## src/source/txn_pkg.sv

```systemverilog
// Shared types for the transaction tracker; imported by every RTL module and by the testbench
package txn_pkg;

    // Transaction ID that upstream attaches to every request
    typedef logic [3:0] id_t;

    // Byte address of a request
    typedef logic [31:0] addr_t;

    // Read data carried back by a response
    typedef logic [31:0] rdata_t;

    // Request as it arrives from the upstream master
    typedef struct packed {
        id_t   id;
        addr_t addr;
    } up_req_t;

    // Request as it leaves towards the memory side
    // The hazard bit marks a request whose line is already outstanding
    typedef struct packed {
        id_t   id;
        addr_t addr;
        logic  hazard;
    } dn_req_t;

    // Response as it comes back from the memory side
    typedef struct packed {
        id_t    id;
        rdata_t rdata;
    } dn_rsp_t;

    // Response as it is returned upstream
    // The address is the one of the request it was paired with
    // Miss is set when no request with this ID was outstanding
    typedef struct packed {
        id_t    id;
        addr_t  addr;
        rdata_t rdata;
        logic   miss;
    } up_rsp_t;

endpackage
```

## src/source/txn_tracker_top.sv

```systemverilog
// Top level of the outstanding-transaction tracker; connects admission, matching and the ID queue
`timescale 1ns/1ps

module txn_tracker_top #(
    parameter int CAPACITY    = 8,
    parameter int LINE_OFFSET = 6
) (
    input  logic             clk_i,
    input  logic             rst_ni,

    input  logic             up_req_valid_i,
    input  txn_pkg::up_req_t up_req_i,
    output logic             up_credit_o,

    output logic             dn_req_valid_o,
    output txn_pkg::dn_req_t dn_req_o,

    input  logic             dn_rsp_valid_i,
    input  txn_pkg::dn_rsp_t dn_rsp_i,
    output logic             dn_rsp_ready_o,

    output logic             up_rsp_valid_o,
    output txn_pkg::up_rsp_t up_rsp_o
);

    import txn_pkg::*;

    // Push port, driven by admission
    logic  push;
    id_t   push_id;
    addr_t push_addr;
    logic  push_gnt;

    // Line search port, driven by admission
    logic  search;
    addr_t search_addr;
    addr_t search_mask;
    logic  search_hit;

    // Popping lookup port, driven by matching
    logic  lookup;
    id_t   lookup_id;
    logic  lookup_gnt;
    addr_t lookup_addr;
    logic  lookup_hit;

    req_admit #(
        .LINE_OFFSET (LINE_OFFSET)
    ) i_req_admit (
        .clk_i           (clk_i),
        .rst_ni          (rst_ni),
        .up_req_valid_i  (up_req_valid_i),
        .up_req_i        (up_req_i),
        .dn_req_valid_o  (dn_req_valid_o),
        .dn_req_o        (dn_req_o),
        .q_push_o        (push),
        .q_push_id_o     (push_id),
        .q_push_addr_o   (push_addr),
        .q_push_gnt_i    (push_gnt),
        .q_search_o      (search),
        .q_search_addr_o (search_addr),
        .q_search_mask_o (search_mask),
        .q_hit_i         (search_hit)
    );

    rsp_match i_rsp_match (
        .clk_i          (clk_i),
        .rst_ni         (rst_ni),
        .dn_rsp_valid_i (dn_rsp_valid_i),
        .dn_rsp_i       (dn_rsp_i),
        .dn_rsp_ready_o (dn_rsp_ready_o),
        .q_lookup_o     (lookup),
        .q_lookup_id_o  (lookup_id),
        .q_gnt_i        (lookup_gnt),
        .q_addr_i       (lookup_addr),
        .q_hit_i        (lookup_hit),
        .up_rsp_valid_o (up_rsp_valid_o),
        .up_rsp_o       (up_rsp_o),
        .up_credit_o    (up_credit_o)
    );

    // Every lookup from the response side removes the entry it finds
    // The search is answered in the cycle it is asked, so its grant is left open
    id_queue #(
        .CAPACITY (CAPACITY),
        .ID_WIDTH ($bits(id_t))
    ) i_id_queue (
        .clk_i            (clk_i),
        .rst_ni           (rst_ni),
        .inp_id_i         (push_id),
        .inp_data_i       (push_addr),
        .inp_req_i        (push),
        .inp_gnt_o        (push_gnt),
        .exists_data_i    (search_addr),
        .exists_mask_i    (search_mask),
        .exists_req_i     (search),
        .exists_o         (search_hit),
        .exists_gnt_o     (),
        .oup_id_i         (lookup_id),
        .oup_pop_i        (1'b1),
        .oup_req_i        (lookup),
        .oup_data_o       (lookup_addr),
        .oup_data_valid_o (lookup_hit),
        .oup_gnt_o        (lookup_gnt)
    );

endmodule

```

## src/source/rsp_match.sv

```systemverilog
// Response matching; pairs each downstream response with its oldest request and returns a credit
`timescale 1ns/1ps

module rsp_match (
    input  logic             clk_i,
    input  logic             rst_ni,

    input  logic             dn_rsp_valid_i,
    input  txn_pkg::dn_rsp_t dn_rsp_i,
    output logic             dn_rsp_ready_o,

    output logic             q_lookup_o,
    output txn_pkg::id_t     q_lookup_id_o,
    input  logic             q_gnt_i,
    input  txn_pkg::addr_t   q_addr_i,
    input  logic             q_hit_i,

    output logic             up_rsp_valid_o,
    output txn_pkg::up_rsp_t up_rsp_o,
    output logic             up_credit_o
);

    import txn_pkg::*;

    logic    xfer;
    logic    up_rsp_valid_q;
    logic    up_credit_q;
    up_rsp_t up_rsp_q;

    // Each valid response asks the queue for the head entry of its ID
    assign q_lookup_o    = dn_rsp_valid_i;
    assign q_lookup_id_o = dn_rsp_i.id;

    // The queue refuses the lookup in a cycle with a push, so its grant is our ready
    assign dn_rsp_ready_o = q_gnt_i;
    assign xfer           = dn_rsp_valid_i && q_gnt_i;

    always_ff @(posedge clk_i or negedge rst_ni) begin
        if (!rst_ni) begin
            up_rsp_valid_q <= 1'b0;
            up_credit_q    <= 1'b0;
        end else begin
            up_rsp_valid_q <= xfer;
            // Only a freed entry gives the upstream a new credit
            up_credit_q    <= xfer && q_hit_i;
        end
    end

    // A response without outstanding request goes back with miss set and a zero address
    always_ff @(posedge clk_i) begin
        if (xfer) begin
            up_rsp_q <= '{
                id:    dn_rsp_i.id,
                addr:  q_hit_i ? q_addr_i : '0,
                rdata: dn_rsp_i.rdata,
                miss:  !q_hit_i
            };
        end
    end

    assign up_rsp_valid_o = up_rsp_valid_q;
    assign up_rsp_o       = up_rsp_q;
    assign up_credit_o    = up_credit_q;

    // A response held back by a push has to wait unchanged until it is taken
    a_rsp_hold: assert property (@(posedge clk_i) disable iff (!rst_ni)
        dn_rsp_valid_i && !dn_rsp_ready_o |=> dn_rsp_valid_i && $stable(dn_rsp_i))
        else $error("rsp_match downstream response dropped or changed while refused");

endmodule

```

## src/source/req_admit.sv

```systemverilog
// Request admission; records each credited upstream request in the queue and issues it downstream
`timescale 1ns/1ps

module req_admit #(
    parameter int LINE_OFFSET = 6
) (
    input  logic             clk_i,
    input  logic             rst_ni,

    input  logic             up_req_valid_i,
    input  txn_pkg::up_req_t up_req_i,

    output logic             dn_req_valid_o,
    output txn_pkg::dn_req_t dn_req_o,

    output logic             q_push_o,
    output txn_pkg::id_t     q_push_id_o,
    output txn_pkg::addr_t   q_push_addr_o,
    input  logic             q_push_gnt_i,

    output logic             q_search_o,
    output txn_pkg::addr_t   q_search_addr_o,
    output txn_pkg::addr_t   q_search_mask_o,
    input  logic             q_hit_i
);

    import txn_pkg::*;

    // Bits above the line offset identify a line, the offset bits within it are ignored
    localparam addr_t LINE_MASK = addr_t'('1) << LINE_OFFSET;

    logic    dn_req_valid_q;
    dn_req_t dn_req_q;

    // Every valid request is pushed, upstream only sends while it holds a credit
    assign q_push_o      = up_req_valid_i;
    assign q_push_id_o   = up_req_i.id;
    assign q_push_addr_o = up_req_i.addr;

    // The search sees the queue before this push lands, so a request never hits itself
    assign q_search_o      = up_req_valid_i;
    assign q_search_addr_o = up_req_i.addr;
    assign q_search_mask_o = LINE_MASK;

    always_ff @(posedge clk_i or negedge rst_ni) begin
        if (!rst_ni) begin
            dn_req_valid_q <= 1'b0;
        end else begin
            dn_req_valid_q <= up_req_valid_i;
        end
    end

    // Payload is captured with its hazard flag and only qualified by the valid bit
    always_ff @(posedge clk_i) begin
        if (up_req_valid_i) begin
            dn_req_q <= '{id: up_req_i.id, addr: up_req_i.addr, hazard: q_hit_i};
        end
    end

    assign dn_req_valid_o = dn_req_valid_q;
    assign dn_req_o       = dn_req_q;

    // Credit accounting upstream must guarantee room in the queue for every request
    a_push_granted: assert property (@(posedge clk_i) disable iff (!rst_ni)
        up_req_valid_i |-> q_push_gnt_i)
        else $error("req_admit request arrived without a free queue entry");

endmodule

```

## src/source/id_queue.sv

```systemverilog
// Per-ID FIFO of addresses with push, popping lookup and masked search ports; used by the tracker
`timescale 1ns/1ps

module id_queue #(
    parameter int CAPACITY = 8,
    parameter int ID_WIDTH = 4
) (
    input  logic            clk_i,
    input  logic            rst_ni,

    input  txn_pkg::id_t    inp_id_i,
    input  txn_pkg::addr_t  inp_data_i,
    input  logic            inp_req_i,
    output logic            inp_gnt_o,

    input  txn_pkg::addr_t  exists_data_i,
    input  txn_pkg::addr_t  exists_mask_i,
    input  logic            exists_req_i,
    output logic            exists_o,
    output logic            exists_gnt_o,

    input  txn_pkg::id_t    oup_id_i,
    input  logic            oup_pop_i,
    input  logic            oup_req_i,
    output txn_pkg::addr_t  oup_data_o,
    output logic            oup_data_valid_o,
    output logic            oup_gnt_o
);

    import txn_pkg::*;

    // There can never be more live IDs than entries, nor more than the ID space allows
    localparam int NUM_IDS  = 2 ** ID_WIDTH;
    localparam int HT_ROWS  = (NUM_IDS < CAPACITY) ? NUM_IDS : CAPACITY;
    localparam int HT_IDX_W = (HT_ROWS > 1) ? $clog2(HT_ROWS) : 1;
    localparam int LD_IDX_W = (CAPACITY > 1) ? $clog2(CAPACITY) : 1;

    typedef logic [HT_IDX_W-1:0] ht_idx_t;
    typedef logic [LD_IDX_W-1:0] ld_idx_t;

    // One row per live ID, pointing at the oldest and the newest entry of that ID
    typedef struct packed {
        id_t     id;
        ld_idx_t head;
        ld_idx_t tail;
    } ht_entry_t;

    // Head-tail table; a row is in use when its free flag is low
    ht_entry_t [HT_ROWS-1:0]  ht_q, ht_d;
    logic      [HT_ROWS-1:0]  ht_free_q, ht_free_d;

    // Linked data table; each entry holds an address and the link to the next of its ID
    addr_t     [CAPACITY-1:0] ld_data_q, ld_data_d;
    ld_idx_t   [CAPACITY-1:0] ld_next_q, ld_next_d;
    logic      [CAPACITY-1:0] ld_free_q, ld_free_d;

    ht_idx_t                  ht_free_idx;
    ld_idx_t                  ld_free_idx;
    logic                     ld_any;
    logic                     full;
    logic                     push_en;

    // ID lookup shared by the push and the output port
    id_t                      match_id;
    logic                     match_valid;
    logic      [HT_ROWS-1:0]  id_hit;
    logic                     no_id_match;
    ht_idx_t                  match_idx;
    ld_idx_t                  head_idx;

    logic      [CAPACITY-1:0] exists_match;

    first_free_finder #(
        .WIDTH (HT_ROWS)
    ) i_ht_free (
        .flags_i (ht_free_q),
        .idx_o   (ht_free_idx),
        .any_o   ()
    );

    first_free_finder #(
        .WIDTH (CAPACITY)
    ) i_ld_free (
        .flags_i (ld_free_q),
        .idx_o   (ld_free_idx),
        .any_o   (ld_any)
    );

    // The queue is full once no linked data entry is free
    assign full      = !ld_any;
    assign inp_gnt_o = !full;
    assign push_en   = inp_req_i && !full;

    // Push wins the cycle, the output port only sees the table when nothing is pushed
    assign oup_gnt_o   = !push_en;
    assign match_id    = push_en ? inp_id_i : oup_id_i;
    assign match_valid = push_en || oup_req_i;

    for (genvar i = 0; i < HT_ROWS; i++) begin : gen_id_hit
        assign id_hit[i] = match_valid && !ht_free_q[i] && (ht_q[i].id == match_id);
    end
    assign no_id_match = !(|id_hit);

    // At most one row holds a given ID, so OR-ing the indices of hit rows is a onehot decode
    always_comb begin
        match_idx = '0;
        for (int i = 0; i < HT_ROWS; i++) begin
            if (id_hit[i]) begin
                match_idx = match_idx | ht_idx_t'(i);
            end
        end
    end

    // Oldest entry of the matched ID
    assign head_idx = ht_q[match_idx].head;

    always_comb begin
        ht_d             = ht_q;
        ht_free_d        = ht_free_q;
        ld_data_d        = ld_data_q;
        ld_next_d        = ld_next_q;
        ld_free_d        = ld_free_q;
        oup_data_o       = '0;
        oup_data_valid_o = 1'b0;

        if (push_en) begin
            if (no_id_match) begin
                // First entry of this ID opens a new row with head and tail on the new entry
                ht_d[ht_free_idx]      = '{id: inp_id_i, head: ld_free_idx, tail: ld_free_idx};
                ht_free_d[ht_free_idx] = 1'b0;
            end else begin
                // Otherwise the new entry is chained behind the current tail
                ld_next_d[ht_q[match_idx].tail] = ld_free_idx;
                ht_d[match_idx].tail            = ld_free_idx;
            end
            ld_data_d[ld_free_idx] = inp_data_i;
            ld_free_d[ld_free_idx] = 1'b0;
        end else if (oup_req_i && !no_id_match) begin
            oup_data_o       = ld_data_q[head_idx];
            oup_data_valid_o = 1'b1;
            if (oup_pop_i) begin
                ld_free_d[head_idx] = 1'b1;
                // The last entry of an ID releases its row, any other moves the head on
                if (head_idx == ht_q[match_idx].tail) begin
                    ht_free_d[match_idx] = 1'b1;
                end else begin
                    ht_d[match_idx].head = ld_next_q[head_idx];
                end
            end
        end
    end

    // Masked search over all occupied entries, only bits set in the mask are compared
    for (genvar i = 0; i < CAPACITY; i++) begin : gen_exists
        assign exists_match[i] = !ld_free_q[i] &&
                                 (((ld_data_q[i] ^ exists_data_i) & exists_mask_i) == '0);
    end
    assign exists_gnt_o = exists_req_i;
    assign exists_o     = exists_req_i && (|exists_match);

    // Free flags decide which table contents are meaningful
    always_ff @(posedge clk_i or negedge rst_ni) begin
        if (!rst_ni) begin
            ht_free_q <= '1;
            ld_free_q <= '1;
        end else begin
            ht_free_q <= ht_free_d;
            ld_free_q <= ld_free_d;
        end
    end

    // Table contents are only read behind a cleared free flag
    always_ff @(posedge clk_i) begin
        ht_q      <= ht_d;
        ld_data_q <= ld_data_d;
        ld_next_q <= ld_next_d;
    end

    // A lookup for an ID that is not queued must leave every entry where it was
    a_no_pop_on_miss: assert property (@(posedge clk_i) disable iff (!rst_ni)
        oup_req_i && oup_gnt_o && no_id_match |=> ld_free_q == $past(ld_free_q))
        else $error("id_queue freed an entry on a lookup without ID match");

    // Upstream credits must keep the requester from pushing into a full queue
    a_no_push_full: assert property (@(posedge clk_i) disable iff (!rst_ni)
        inp_req_i |-> !full)
        else $error("id_queue push while full");

endmodule

```

## src/source/first_free_finder.sv

```systemverilog
// Priority encoder over a flag vector; the ID queue uses it to pick the lowest free table slot
`timescale 1ns/1ps

module first_free_finder #(
    parameter int WIDTH = 8,
    localparam int IDX_WIDTH = (WIDTH > 1) ? $clog2(WIDTH) : 1
) (
    input  logic [WIDTH-1:0]     flags_i,
    output logic [IDX_WIDTH-1:0] idx_o,
    output logic                 any_o
);

    // Scan from the top down so that the lowest set flag is the last one written
    // With no flag set the index stays at zero and any_o tells the caller to ignore it
    always_comb begin
        idx_o = '0;
        for (int i = WIDTH - 1; i >= 0; i--) begin
            if (flags_i[i]) begin
                idx_o = IDX_WIDTH'(i);
            end
        end
    end

    // At least one slot is free
    assign any_o = |flags_i;

endmodule

```

## config.mk

```make
export PLATFORM = sky130hd
export DESIGN_NAME = txn_tracker_top
export DESIGN_NICKNAME = d
export VERILOG_FILES = /design/src/source/txn_pkg.sv /design/src/source/txn_tracker_top.sv /design/src/source/rsp_match.sv /design/src/source/req_admit.sv /design/src/source/id_queue.sv /design/src/source/first_free_finder.sv
export SDC_FILE = /design/constraint.sdc
export NUM_CORES = 1
export LEC_CHECK = 0
export BUFFER_PORTS_ARGS = -buffer_cell sky130_fd_sc_hd__buf_2
export CAP_MARGIN = 30
export CORE_UTILIZATION = 55
export DETAILED_ROUTE_END_ITERATION = 12
export PLACE_DENSITY_LB_ADDON = 0.15
export SLEW_MARGIN = 25
export SYNTH_ARGS = -nofsm -noshare
export SYNTH_HDL_FRONTEND = slang
export SYNTH_HIERARCHICAL = 1
export SYNTH_SLANG_ARGS = --single-unit
```

## constraint.sdc

```tcl
create_clock -name clk_i -period 4.5 [get_ports clk_i]
set_clock_uncertainty 0.2 [all_clocks]
set_input_delay 0.9 -clock clk_i [delete_from_list [all_inputs] [get_ports clk_i]]
set_output_delay 0.9 -clock clk_i [all_outputs]
set_load 0.005 [all_outputs]
```

Word level (Yosys, flattened, before mapping)
Cells that the tools add are included.
{"block": "totals", "out_inout_bits": 110, "register_bits": 485, "word_cells": 224}
{"block": "op_classes", "n_eq_ne": 11, "n_reduce_logical": 70, "muxes": 65, "bitwise_logic": 16, "order_cmp": 10}
{"cell": "80-bit 2-to-1 mux", "count": 4}
{"cell": "256-bit bitwise mux", "count": 1}
{"cell": "32-bit zero test", "count": 8}
{"cell": "32-bit XOR", "count": 8}
{"cell": "80-bit bitwise mux", "count": 3}
{"cell": "32-bit binary-select mux with 3-bit select", "count": 1}
{"cell": "32-bit demux with 3-bit select", "count": 1}
{"cell": "10-bit demux with 3-bit select", "count": 3}
{"cell": "3-bit 2-to-1 mux", "count": 23}
{"cell": "32-bit 2-to-1 mux", "count": 2}
{"cell": "8-bit 2-to-1 mux", "count": 6}
{"cell": "1-bit logical AND", "count": 34}
{"cell": "4-bit == test", "count": 8}
{"cell": "10-bit binary-select mux with 3-bit select", "count": 1}
{"cell": "24-bit bitwise mux", "count": 1}
{"cell": "8-bit OR reduction", "count": 3}
{"cell": "3-bit by 4-bit < comparator with 1-bit output, second input constant", "count": 5}
{"cell": "1-bit zero test", "count": 18}
{"cell": "8-bit bitwise AND", "count": 2}
{"cell": "8-bit NOT", "count": 2}
{"cell": "8-bit OR", "count": 2}
{"cell": "3-bit by 1-bit >= comparator with 1-bit output, second input constant", "count": 5}
{"cell": "1-bit demux with 3-bit select", "count": 4}
{"cell": "6-bit 2-to-1 mux", "count": 2}
{"cell": "other kinds (15)", "count": 25}

Longest topological paths before layout
Gate-level depths: netlist (run 1).
{"block": "depth", "depth_word": 21, "ltp_mapped": 21}

By module
Netlist (run 1), hierarchy kept.
{"module": "id_queue", "area_each_um2": 20354.5, "cells_each": 1705, "instances": 1}
{"module": "rsp_match", "area_each_um2": 2414.8, "cells_each": 115, "instances": 1}
{"module": "req_admit", "area_each_um2": 1909.3, "cells_each": 142, "instances": 1}
{"module": "first_free_finder", "area_each_um2": 81.3, "cells_each": 13, "instances": 2}
{"module": "txn_tracker_top", "area_each_um2": 3.8, "cells_each": 1, "instances": 1}

Worst setup path before layout (run 1)
Ideal clock, no wire load.
{"block": "synth_path", "path_kind": "input port to flip-flop", "start": "input up_req_valid_i", "end": "register i_id_queue/ld_data_q[0] in the netlist's numbering, enable pin", "t_arrival_ns": 4.601, "setup_slack_ns": -0.805, "n_path_buf": 3, "path_stages": 6, "cell_sequence": "buf_4 -> and2_1 -> buf_4 -> inv_6 -> clkbuf_1 -> nor4_1"}
{"block": "synth_between", "elab_chain_len": 1}
{"item": "start, declared", "line_no": "txn_tracker_top.sv:11", "source": "input logic up_req_valid_i,"}
{"item": "1-bit logical AND", "line_no": "id_queue.sv:92", "source": "assign push_en = inp_req_i && !full;"}
{"item": "end signal, assigned", "line_no": "id_queue.sv:175", "source": "ld_data_q <= ld_data_d;"}
{"item": "end, declared", "line_no": "id_queue.sv:53", "source": "addr_t [CAPACITY-1:0] ld_data_q, ld_data_d;"}
Every way passes these cells.
A chain may end at the register's enable or synchronous reset.

Final worst setup path (run 1)
{"block": "layout_path", "start": "register i_id_queue.ld_free_q[5]", "end": "register i_rsp_match.up_rsp_q (netlist bit i_rsp_match/up_rsp_o[49]), data pin"}
{"block": "layout_between", "elab_chain_len": 16, "word_cells_on_any_way": 46}
{"item": "start, declared", "line_no": "id_queue.sv:55", "source": "logic [CAPACITY-1:0] ld_free_q, ld_free_d;"}
{"item": "start signal, assigned", "line_no": "id_queue.sv:168", "source": "ld_free_q <= ld_free_d;"}
{"item": "8-bit OR reduction *", "line_no": "first_free_finder.sv:25", "source": "assign any_o = |flags_i;"}
{"item": "via push_gnt", "line_no": "txn_tracker_top.sv:32", "source": "logic push_gnt;"}
{"item": "1-bit logical AND *", "line_no": "id_queue.sv:92"}
{"item": "4-bit 2-to-1 mux or 1-bit logical OR (tied branches)", "line_no": "id_queue.sv:96, id_queue.sv:97"}
{"item": "4-bit == test or 1-bit logical AND (tied branches)", "line_no": "id_queue.sv:100", "source": "assign id_hit[i] = match_valid && !ht_free_q[i] && (ht_q[i].id == match_id);"}
{"item": "1-bit logical AND", "line_no": "id_queue.sv:100"}
{"item": "1-bit 2-to-1 mux", "line_no": "id_queue.sv:108", "source": "if (id_hit[i]) begin"}
{"item": "2-bit 2-to-1 mux (2 in series)", "line_no": "id_queue.sv:108"}
{"item": "3-bit 2-to-1 mux (4 in series)", "line_no": "id_queue.sv:108"}
{"item": "10-bit binary-select mux with 3-bit select", "line_no": "id_queue.sv:115", "source": "assign head_idx = ht_q[match_idx].head;"}
{"item": "6-bit 2-to-1 mux"}
{"item": "32-bit binary-select mux with 3-bit select", "line_no": "id_queue.sv:139", "source": "oup_data_o = ld_data_q[head_idx];"}
{"item": "32-bit 2-to-1 mux (implied by the code)", "line_no": "id_queue.sv:139"}
{"item": "end signal, assigned", "line_no": "rsp_match.sv:52", "source": "up_rsp_q <= '{"}
{"item": "end, declared", "line_no": "rsp_match.sv:28", "source": "up_rsp_t up_rsp_q;"}
Mark *: on every way through the listed nets, which the timed path passes. The rest lies on a longest branch. The select of a mux whose other input is x is not followed.

==> metrics.txt, run 1 <==
worst min path class=input port to async pin; Final Hold Fails=0; dpl cell area=27100 sq um; Die Wd=214 microns; Final Cell Area=30500 sq um; largest net degree at the start of global routing=44; PnR worst setup slack=-249 ps; Critical path origin=i_id_queue/ld_free_q[5]; Rel. slew slack=37.2%; H-tree Lvls=2; Peak Freq=0.211 GHz; crit path time final=4750 ps; Clock Latency Late Sink=600 ps; DRT iter0 DRCs=2147; io pins=186; actual slew at the worst max-slew pin=930 ps; Register Area=14500 sq um; r2r endpoint=i_rsp_match/up_rsp_o[49]; CP startpoint kind=flip-flop; Max stage delay cell, worst path=dfstp_2; CTS root buffer=clkbuf_16; VDD IR-drop max=0.590 mV; Final Wtd Congestion=1.03; die extent in y=214 microns; failing checks=setup timing; via count=17900; Max-cap violations=0; clock transition at the registers of the reported paths=60 ps; Worst Path Buf+Inv=12; DP Cell Count=2703; clock sink count=485; vias in the first global route=17300; Layout area overhead=22.7%; required time of the critical path=4780 ps; Die Area=46000 sq um; Synth Area per Inst=12.5 sq um; area of the multi-input gates=9780 sq um; Final Max Slew Viols=0; Row Count=77; worst r2r src=i_id_queue/ld_free_q[5]; Fill cells=3196; clock buffer depth=3; Worst Reg2Reg Path Length in Cells=25; Vias per Instance=6.25; Top cell by count, worst path=buf_12; Antenna Nets Post-Route=0; Yosys warnings=6; leakage=11.3 nW; ANT cells=0; Avg WL per Cell=28.2 microns; final routed DRC violation total=0; final net count=2303; DRT Wirelength=80500 microns; final setup fails=80; global-route wire length before repair=113000 microns; Mapped Area=24800 sq um; CTS tree=done; initial antenna violation count=0; gr usage total=33.7%; Core Region=44400 sq um; Fin Hold WS=76.2 ps; layout cells sized above 1=30.7%; Synth Instances=1987; Num CTS Buffers=52; Max FO, Critical Path=8; CTS Hold Bufs=0; Post-Layout Cell Count=2859; P per Cell Area=844 nW/um^2; slowest stage delay, CP=380 ps; Crit Path Class=flip-flop to flip-flop; Remaining Overflow, GRT=0; Initial DRT Pass Iterations=6; worst path arrival time=5020 ps; port buffer count=185; R2R setup slack=-250 ps; hpwl dp=52500 microns; Worst path top cell family by delay=buffers and inverters; RSZ-0062 raised after global routing=yes; Tcrit/Tclk final=106%; Critical Path Sink Type=flip-flop; outcome=complete, but fails checks; Starting Density=55.9%
-- worst max-delay path by stage --
| stage | end | slack [ps] | cells past startpoint |
|---|---|---|---|
| 6_report | i_rsp_match/up_rsp_o[49] | -250 | 25 |
| 5_1_grt | i_rsp_match/up_rsp_o[45] | -410 | 24 |
| 4_1_cts | i_rsp_match/up_rsp_o[54] | -140 | 19 |
| 3_5_place_dp | i_rsp_match/up_rsp_o[54] | -460 | 19 |
| 3_3_place_gp | i_rsp_match/up_rsp_o[54] | -400 | 19 |
| 2_1_floorplan | i_id_queue/ht_q[33] | -100 | 16 |
-- cell usage in the layout, fill, tap and decap left out, types with 44 or more instances in the layout --
cell type,count
buf_4,138
buf_2,185
edfxtp_1,466
buf_12,44
a22oi_1,100
a21oi_1,53
nand2_1,178
xor2_1,260
o21a_1,64
a311o_1,64
and2_1,72
clkbuf_16,62
-- per-stage QoR --
step / power (W) / TNS [ps] / utilization (%) / worst slack [ps]
2_1_floorplan: 0.0133 / -2030 / - / -103
3_3_place_gp: 0.0178 / -14460 / 60.9 / -403
3_5_place_dp: 0.0179 / -19720 / 60.9 / -456
4_1_cts: 0.0235 / -5330 / 66.5 / -139
5_1_grt: 0.0265 / -23310 / 68.6 / -413
6_report: 0.0257 / -10600 / 68.6 / -249
-- final cells by class --
type	count	area share (%)
flip-flops and latches	485	47.5
well taps	592	2.43
multi-input cells	1245	32.1
clock buffers	70	4.83
inverters	21	0.283
clock inverters	24	0.825
repair buffers	422	12.0
-- power breakdown --
part | leakage (nW) | switching, W | internal [W]
clock | 0.845 | 0.00178 | 0.00257
combinational | 5.93 | 0.00809 | 0.00664
sequential | 4.52 | 0.000471 | 0.00616
-- worst reg2reg max path: stages (launching register included) --
cell and delay (ps):
dfstp_2 380, nor4_4 280, nand3_1 120, buf_6 150
and2_4 160, inv_8 90, buf_12 100, a21oi_4 60
buf_4 140, xnor2_1 280, nor4b_4 110, nor4_4 320
buf_12 190, buf_6 120, mux2i_1 260, a22o_1 260
a221oi_4 60, buf_12 170, buf_12 140, buf_12 140
buf_12 130, buf_12 120, buf_4 130, a311o_1 270
a21oi_2 130, and2_1 130
-- routing by layer --
layer	wire (microns)	global-route usage, %
met2	38200	55.7
met1	30900	43.5
met3	7030	5.04
met4	4460	16.5
met5	0	0
-- registers in the layout (all words and copies together) (netlist names) --
signal and count:
i_id_queue/ld_free_q 8, i_rsp_match/up_rsp_valid_o 1, i_id_queue/ld_next_q 24, i_id_queue/ld_data_q 256, i_req_admit/dn_req_valid_o 1, i_rsp_match/up_rsp_o 69
i_id_queue/ht_q 80, i_id_queue/ht_free_q 8, i_req_admit/dn_req_o 37, i_rsp_match/up_credit_o 1
-- what timing repair did --
action | in CTS | in global routing
hold endpoints to repair | 0 | 0
resized for setup | 87 | 105
gates cloned | 3 | 9
buffers inserted | 27 | 29
pin swaps | 52 | 45
setup endpoints to repair | 80 | 116
Power figures use the tool's default switching activity.
==> run 2: changes to the inputs <==
--- a/config.mk
+++ b/config.mk
@@ -5,11 +5,13 @@
 export SDC_FILE = /design/constraint.sdc
 export NUM_CORES = 1
 export LEC_CHECK = 0
+export ABC_AREA = 1
 export BUFFER_PORTS_ARGS = -buffer_cell sky130_fd_sc_hd__buf_2
 export CAP_MARGIN = 30
 export CORE_UTILIZATION = 55
 export DETAILED_ROUTE_END_ITERATION = 12
 export PLACE_DENSITY_LB_ADDON = 0.15
+export REMOVE_ABC_BUFFERS = 1
 export SLEW_MARGIN = 25
 export SYNTH_ARGS = -nofsm -noshare
 export SYNTH_HDL_FRONTEND = slang
==> metrics.txt, run 2 <==
setup tns final=0 ps (+10600 ps); Psw=0.00699 W (-32%); Register Area=14500 sq um (unchanged); Vias per Instance=5.70 (-8.8%); Avg WL per Cell=20.5 microns (-27%); Yosys warnings=6 (unchanged); Worst Path Buf+Inv=7 (-5); io pins=186 (unchanged); PnR worst setup slack=238 ps (+488 ps); Worst path top cell family by delay=simple AND/OR/NAND/NOR gates; Row Count=78 (+1.3%); worst min path class=input port to async pin; gr usage total=30.3% (-3.4 points); Max FO, Critical Path=39 (+31); area of the multi-input gates=8860 sq um (-9.4%); worst path arrival time=4410 ps (-610 ps); Die Area=47400 sq um (+3.1%); sequential group share of total power=35.6% (+9.8 points); grt met2 use=47.2% (-8.4 points); Mapped Area=25600 sq um (+3.2%); Initial DRT Pass Iterations=6 (unchanged); via count=20100 (+13%); Max-cap violations=0 (unchanged); GR Layer Usage met1=44.0% (+0.47 points); Post-Layout Cell Count=3527 (+23%); Final Wtd Congestion=0.957 (-6.7%); largest net degree at the start of global routing=79 (+80%); layout cells sized above 1=17.2% (-14 points); Synth Area per Inst=9.25 sq um (-26%); combinational share of power=39.2% (-18 points); ANT cells=0 (unchanged); port buffer count=185 (unchanged); final setup fails=0 (-100%); final routed DRC violation total=0 (unchanged); Remaining Overflow, GRT=0 (unchanged); outcome=finished, final reports clean; CTS Hold Bufs=0 (unchanged); Rel. slew slack=43.3% (+6.1 points); Top cell by count, worst path=nand2_2; Crit Path Class=flip-flop to flip-flop; CP startpoint kind=flip-flop; VDD IR-drop max=0.414 mV (-30%); Final Hold Fails=0 (unchanged); worst slack, placed=144 ps (+600 ps); Layout area overhead=11.9%; Tcrit/Tclk final=94.7% (-11 points); Clk pwr share=25.3% (+8.4 points); H-tree Lvls=2 (unchanged); leakage=11.9 nW (+5.2%); P per Cell Area=616 nW/um^2 (-27%); Critical Path Sink Type=flip-flop; Internal=0.0106 W (-31%); actual slew at the worst max-slew pin=851 ps (-78.7 ps); DRT Wirelength=72200 microns (-10%); layer with the highest usage=met2; Final Max Slew Viols=0 (unchanged); most frequent cells in the layout=nand2_1, edfxtp_1, nand3_1; Max stage delay cell, worst path=dfstp_2; clock buffer depth=3 (unchanged); Synth Instances=2769 (+39%); DP Cell Count=3431 (+27%); Worst Reg2Reg Path Length in Cells=25 (unchanged); final net count=2963 (+29%); met3 GRT Util=4.02% (-1.0 points); Worst path depth=25 (unchanged); Fin Hold WS=67.6 ps (-8.62 ps); crit path time final=4260 ps (-488 ps); vias in the first global route=18200 (+5.1%); initial antenna violation count=0 (unchanged); CTS tree=done; Clock Latency Late Sink=610 ps (about the same); Peak Freq=0.235 GHz (+11%); global-route wire length before repair=108000 microns (-5.1%); Num CTS Buffers=50 (-3.8%); max FFs per register=256 (unchanged); Antenna Nets Post-Route=0 (unchanged); clock sink count=485 (unchanged); CTS root buffer=clkbuf_16; clock transition at the registers of the reported paths=60 ps (about the same); Starting Density=56.1% (+0.18 points); Fill cells=3736 (+17%); switch share=39.6% (-0.57 points); hpwl dp=48700 microns (-7.1%); DRT iter0 DRCs=2609 (+22%); Largest Register=i_id_queue/ld_data_q; slowest stage delay, CP=560 ps (+180 ps); Core Region=45700 sq um (+2.8%); required time of the critical path=4650 ps (-130 ps); commonest non-fill, non-tap cell in the layout=nand2_1; die extent in y=218 microns (+1.6%); Die Wd=218 microns (+1.6%)
[run 2: changes by cell type in the layout (fill, tap and decap cells not counted), moves of 62 or more]
| cell | change |
|---|---|
| a21oi_1 | +65 |
| a22oi_1 | -99 |
| a311o_1 | -62 |
| and2_1 | -72 |
| buf_4 | -87 |
| inv_1 | +232 |
| nand2_1 | +549 |
| nand3_1 | +251 |
| nor2_1 | +163 |
| o21ai_0 | +104 |
| xor2_1 | -232 |
[run 2: final timing paths]
| path | from | end | slack, ps |
|---|---|---|---|
| setup reg to reg | i_id_queue/ld_free_q[2] | i_rsp_match/up_rsp_o[36] | 240 |
| setup / recovery | i_id_queue/ld_free_q[2] | i_rsp_match/up_rsp_o[36] | 240 |
| hold reg to reg | i_id_queue/ht_free_q[1] | i_id_queue/ht_free_q[1] | 320 |
| max in group asynchronous | rst_ni | i_id_queue/ld_free_q[2] | 3650 |
| hold / removal | rst_ni | i_req_admit/dn_req_valid_o | 70 |
| min in group clk_i | dn_rsp_i[4] | i_rsp_match/up_rsp_o[5] | 290 |
[run 2: power by group through the flow]
| stage | combinational (W) | sequential, W | clock, W |
|---|---|---|---|
| floorplan | 0.00386 | 0.00627 | 0 |
| global placement | 0.00654 | 0.00634 | 0 |
| detailed placement | 0.00662 | 0.00636 | 0 |
| CTS | 0.00665 | 0.00627 | 0.00451 |
| global route | 0.00747 | 0.00634 | 0.00466 |
| finish | 0.00691 | 0.00628 | 0.00446 |
[run 2: layout make-up]
| type | instances | area share [%] |
|---|---|---|
| Clock inverter | 31 | 1.43 |
| Multi-Input combinational cell | 1818 | 30.9 |
| Sequential cell | 485 | 50.6 |
| Clock buffer | 61 | 4.69 |
| Timing Repair Buffer | 260 | 6.20 |
| Inverter | 272 | 3.58 |
| Tap cell | 600 | 2.62 |
[run 2: per-stage QoR]
step / total power (W) / instance area, sq um / util, %
final: 0.0176 / 28700 / 62.7
after global routing: 0.0185 / 28700 / 62.7
after CTS: 0.0174 / 28600 / 62.6
after detailed placement: 0.0130 / 26800 / 58.7
after global placement: 0.0129 / 26800 / 58.7
after floorplan: 0.0101 / 24300 / -
[run 2: metal layers]
| metal | up-vias | part of all wire (%) |
|---|---|---|
| met3 | 128 | 9.1 |
| met4 | 0 | 2.6 |
| li1 | 9447 | - |
| met1 | 9491 | 43 |
| met2 | 1029 | 46 |
| met5 | - | 0 |
[run 2: what timing repair did]
item | in CTS | in global routing
setup endpoints to repair | 0 | 63
gates resized for setup | 0 | 12
buffers inserted | 0 | 2
hold endpoints to repair | 0 | 0
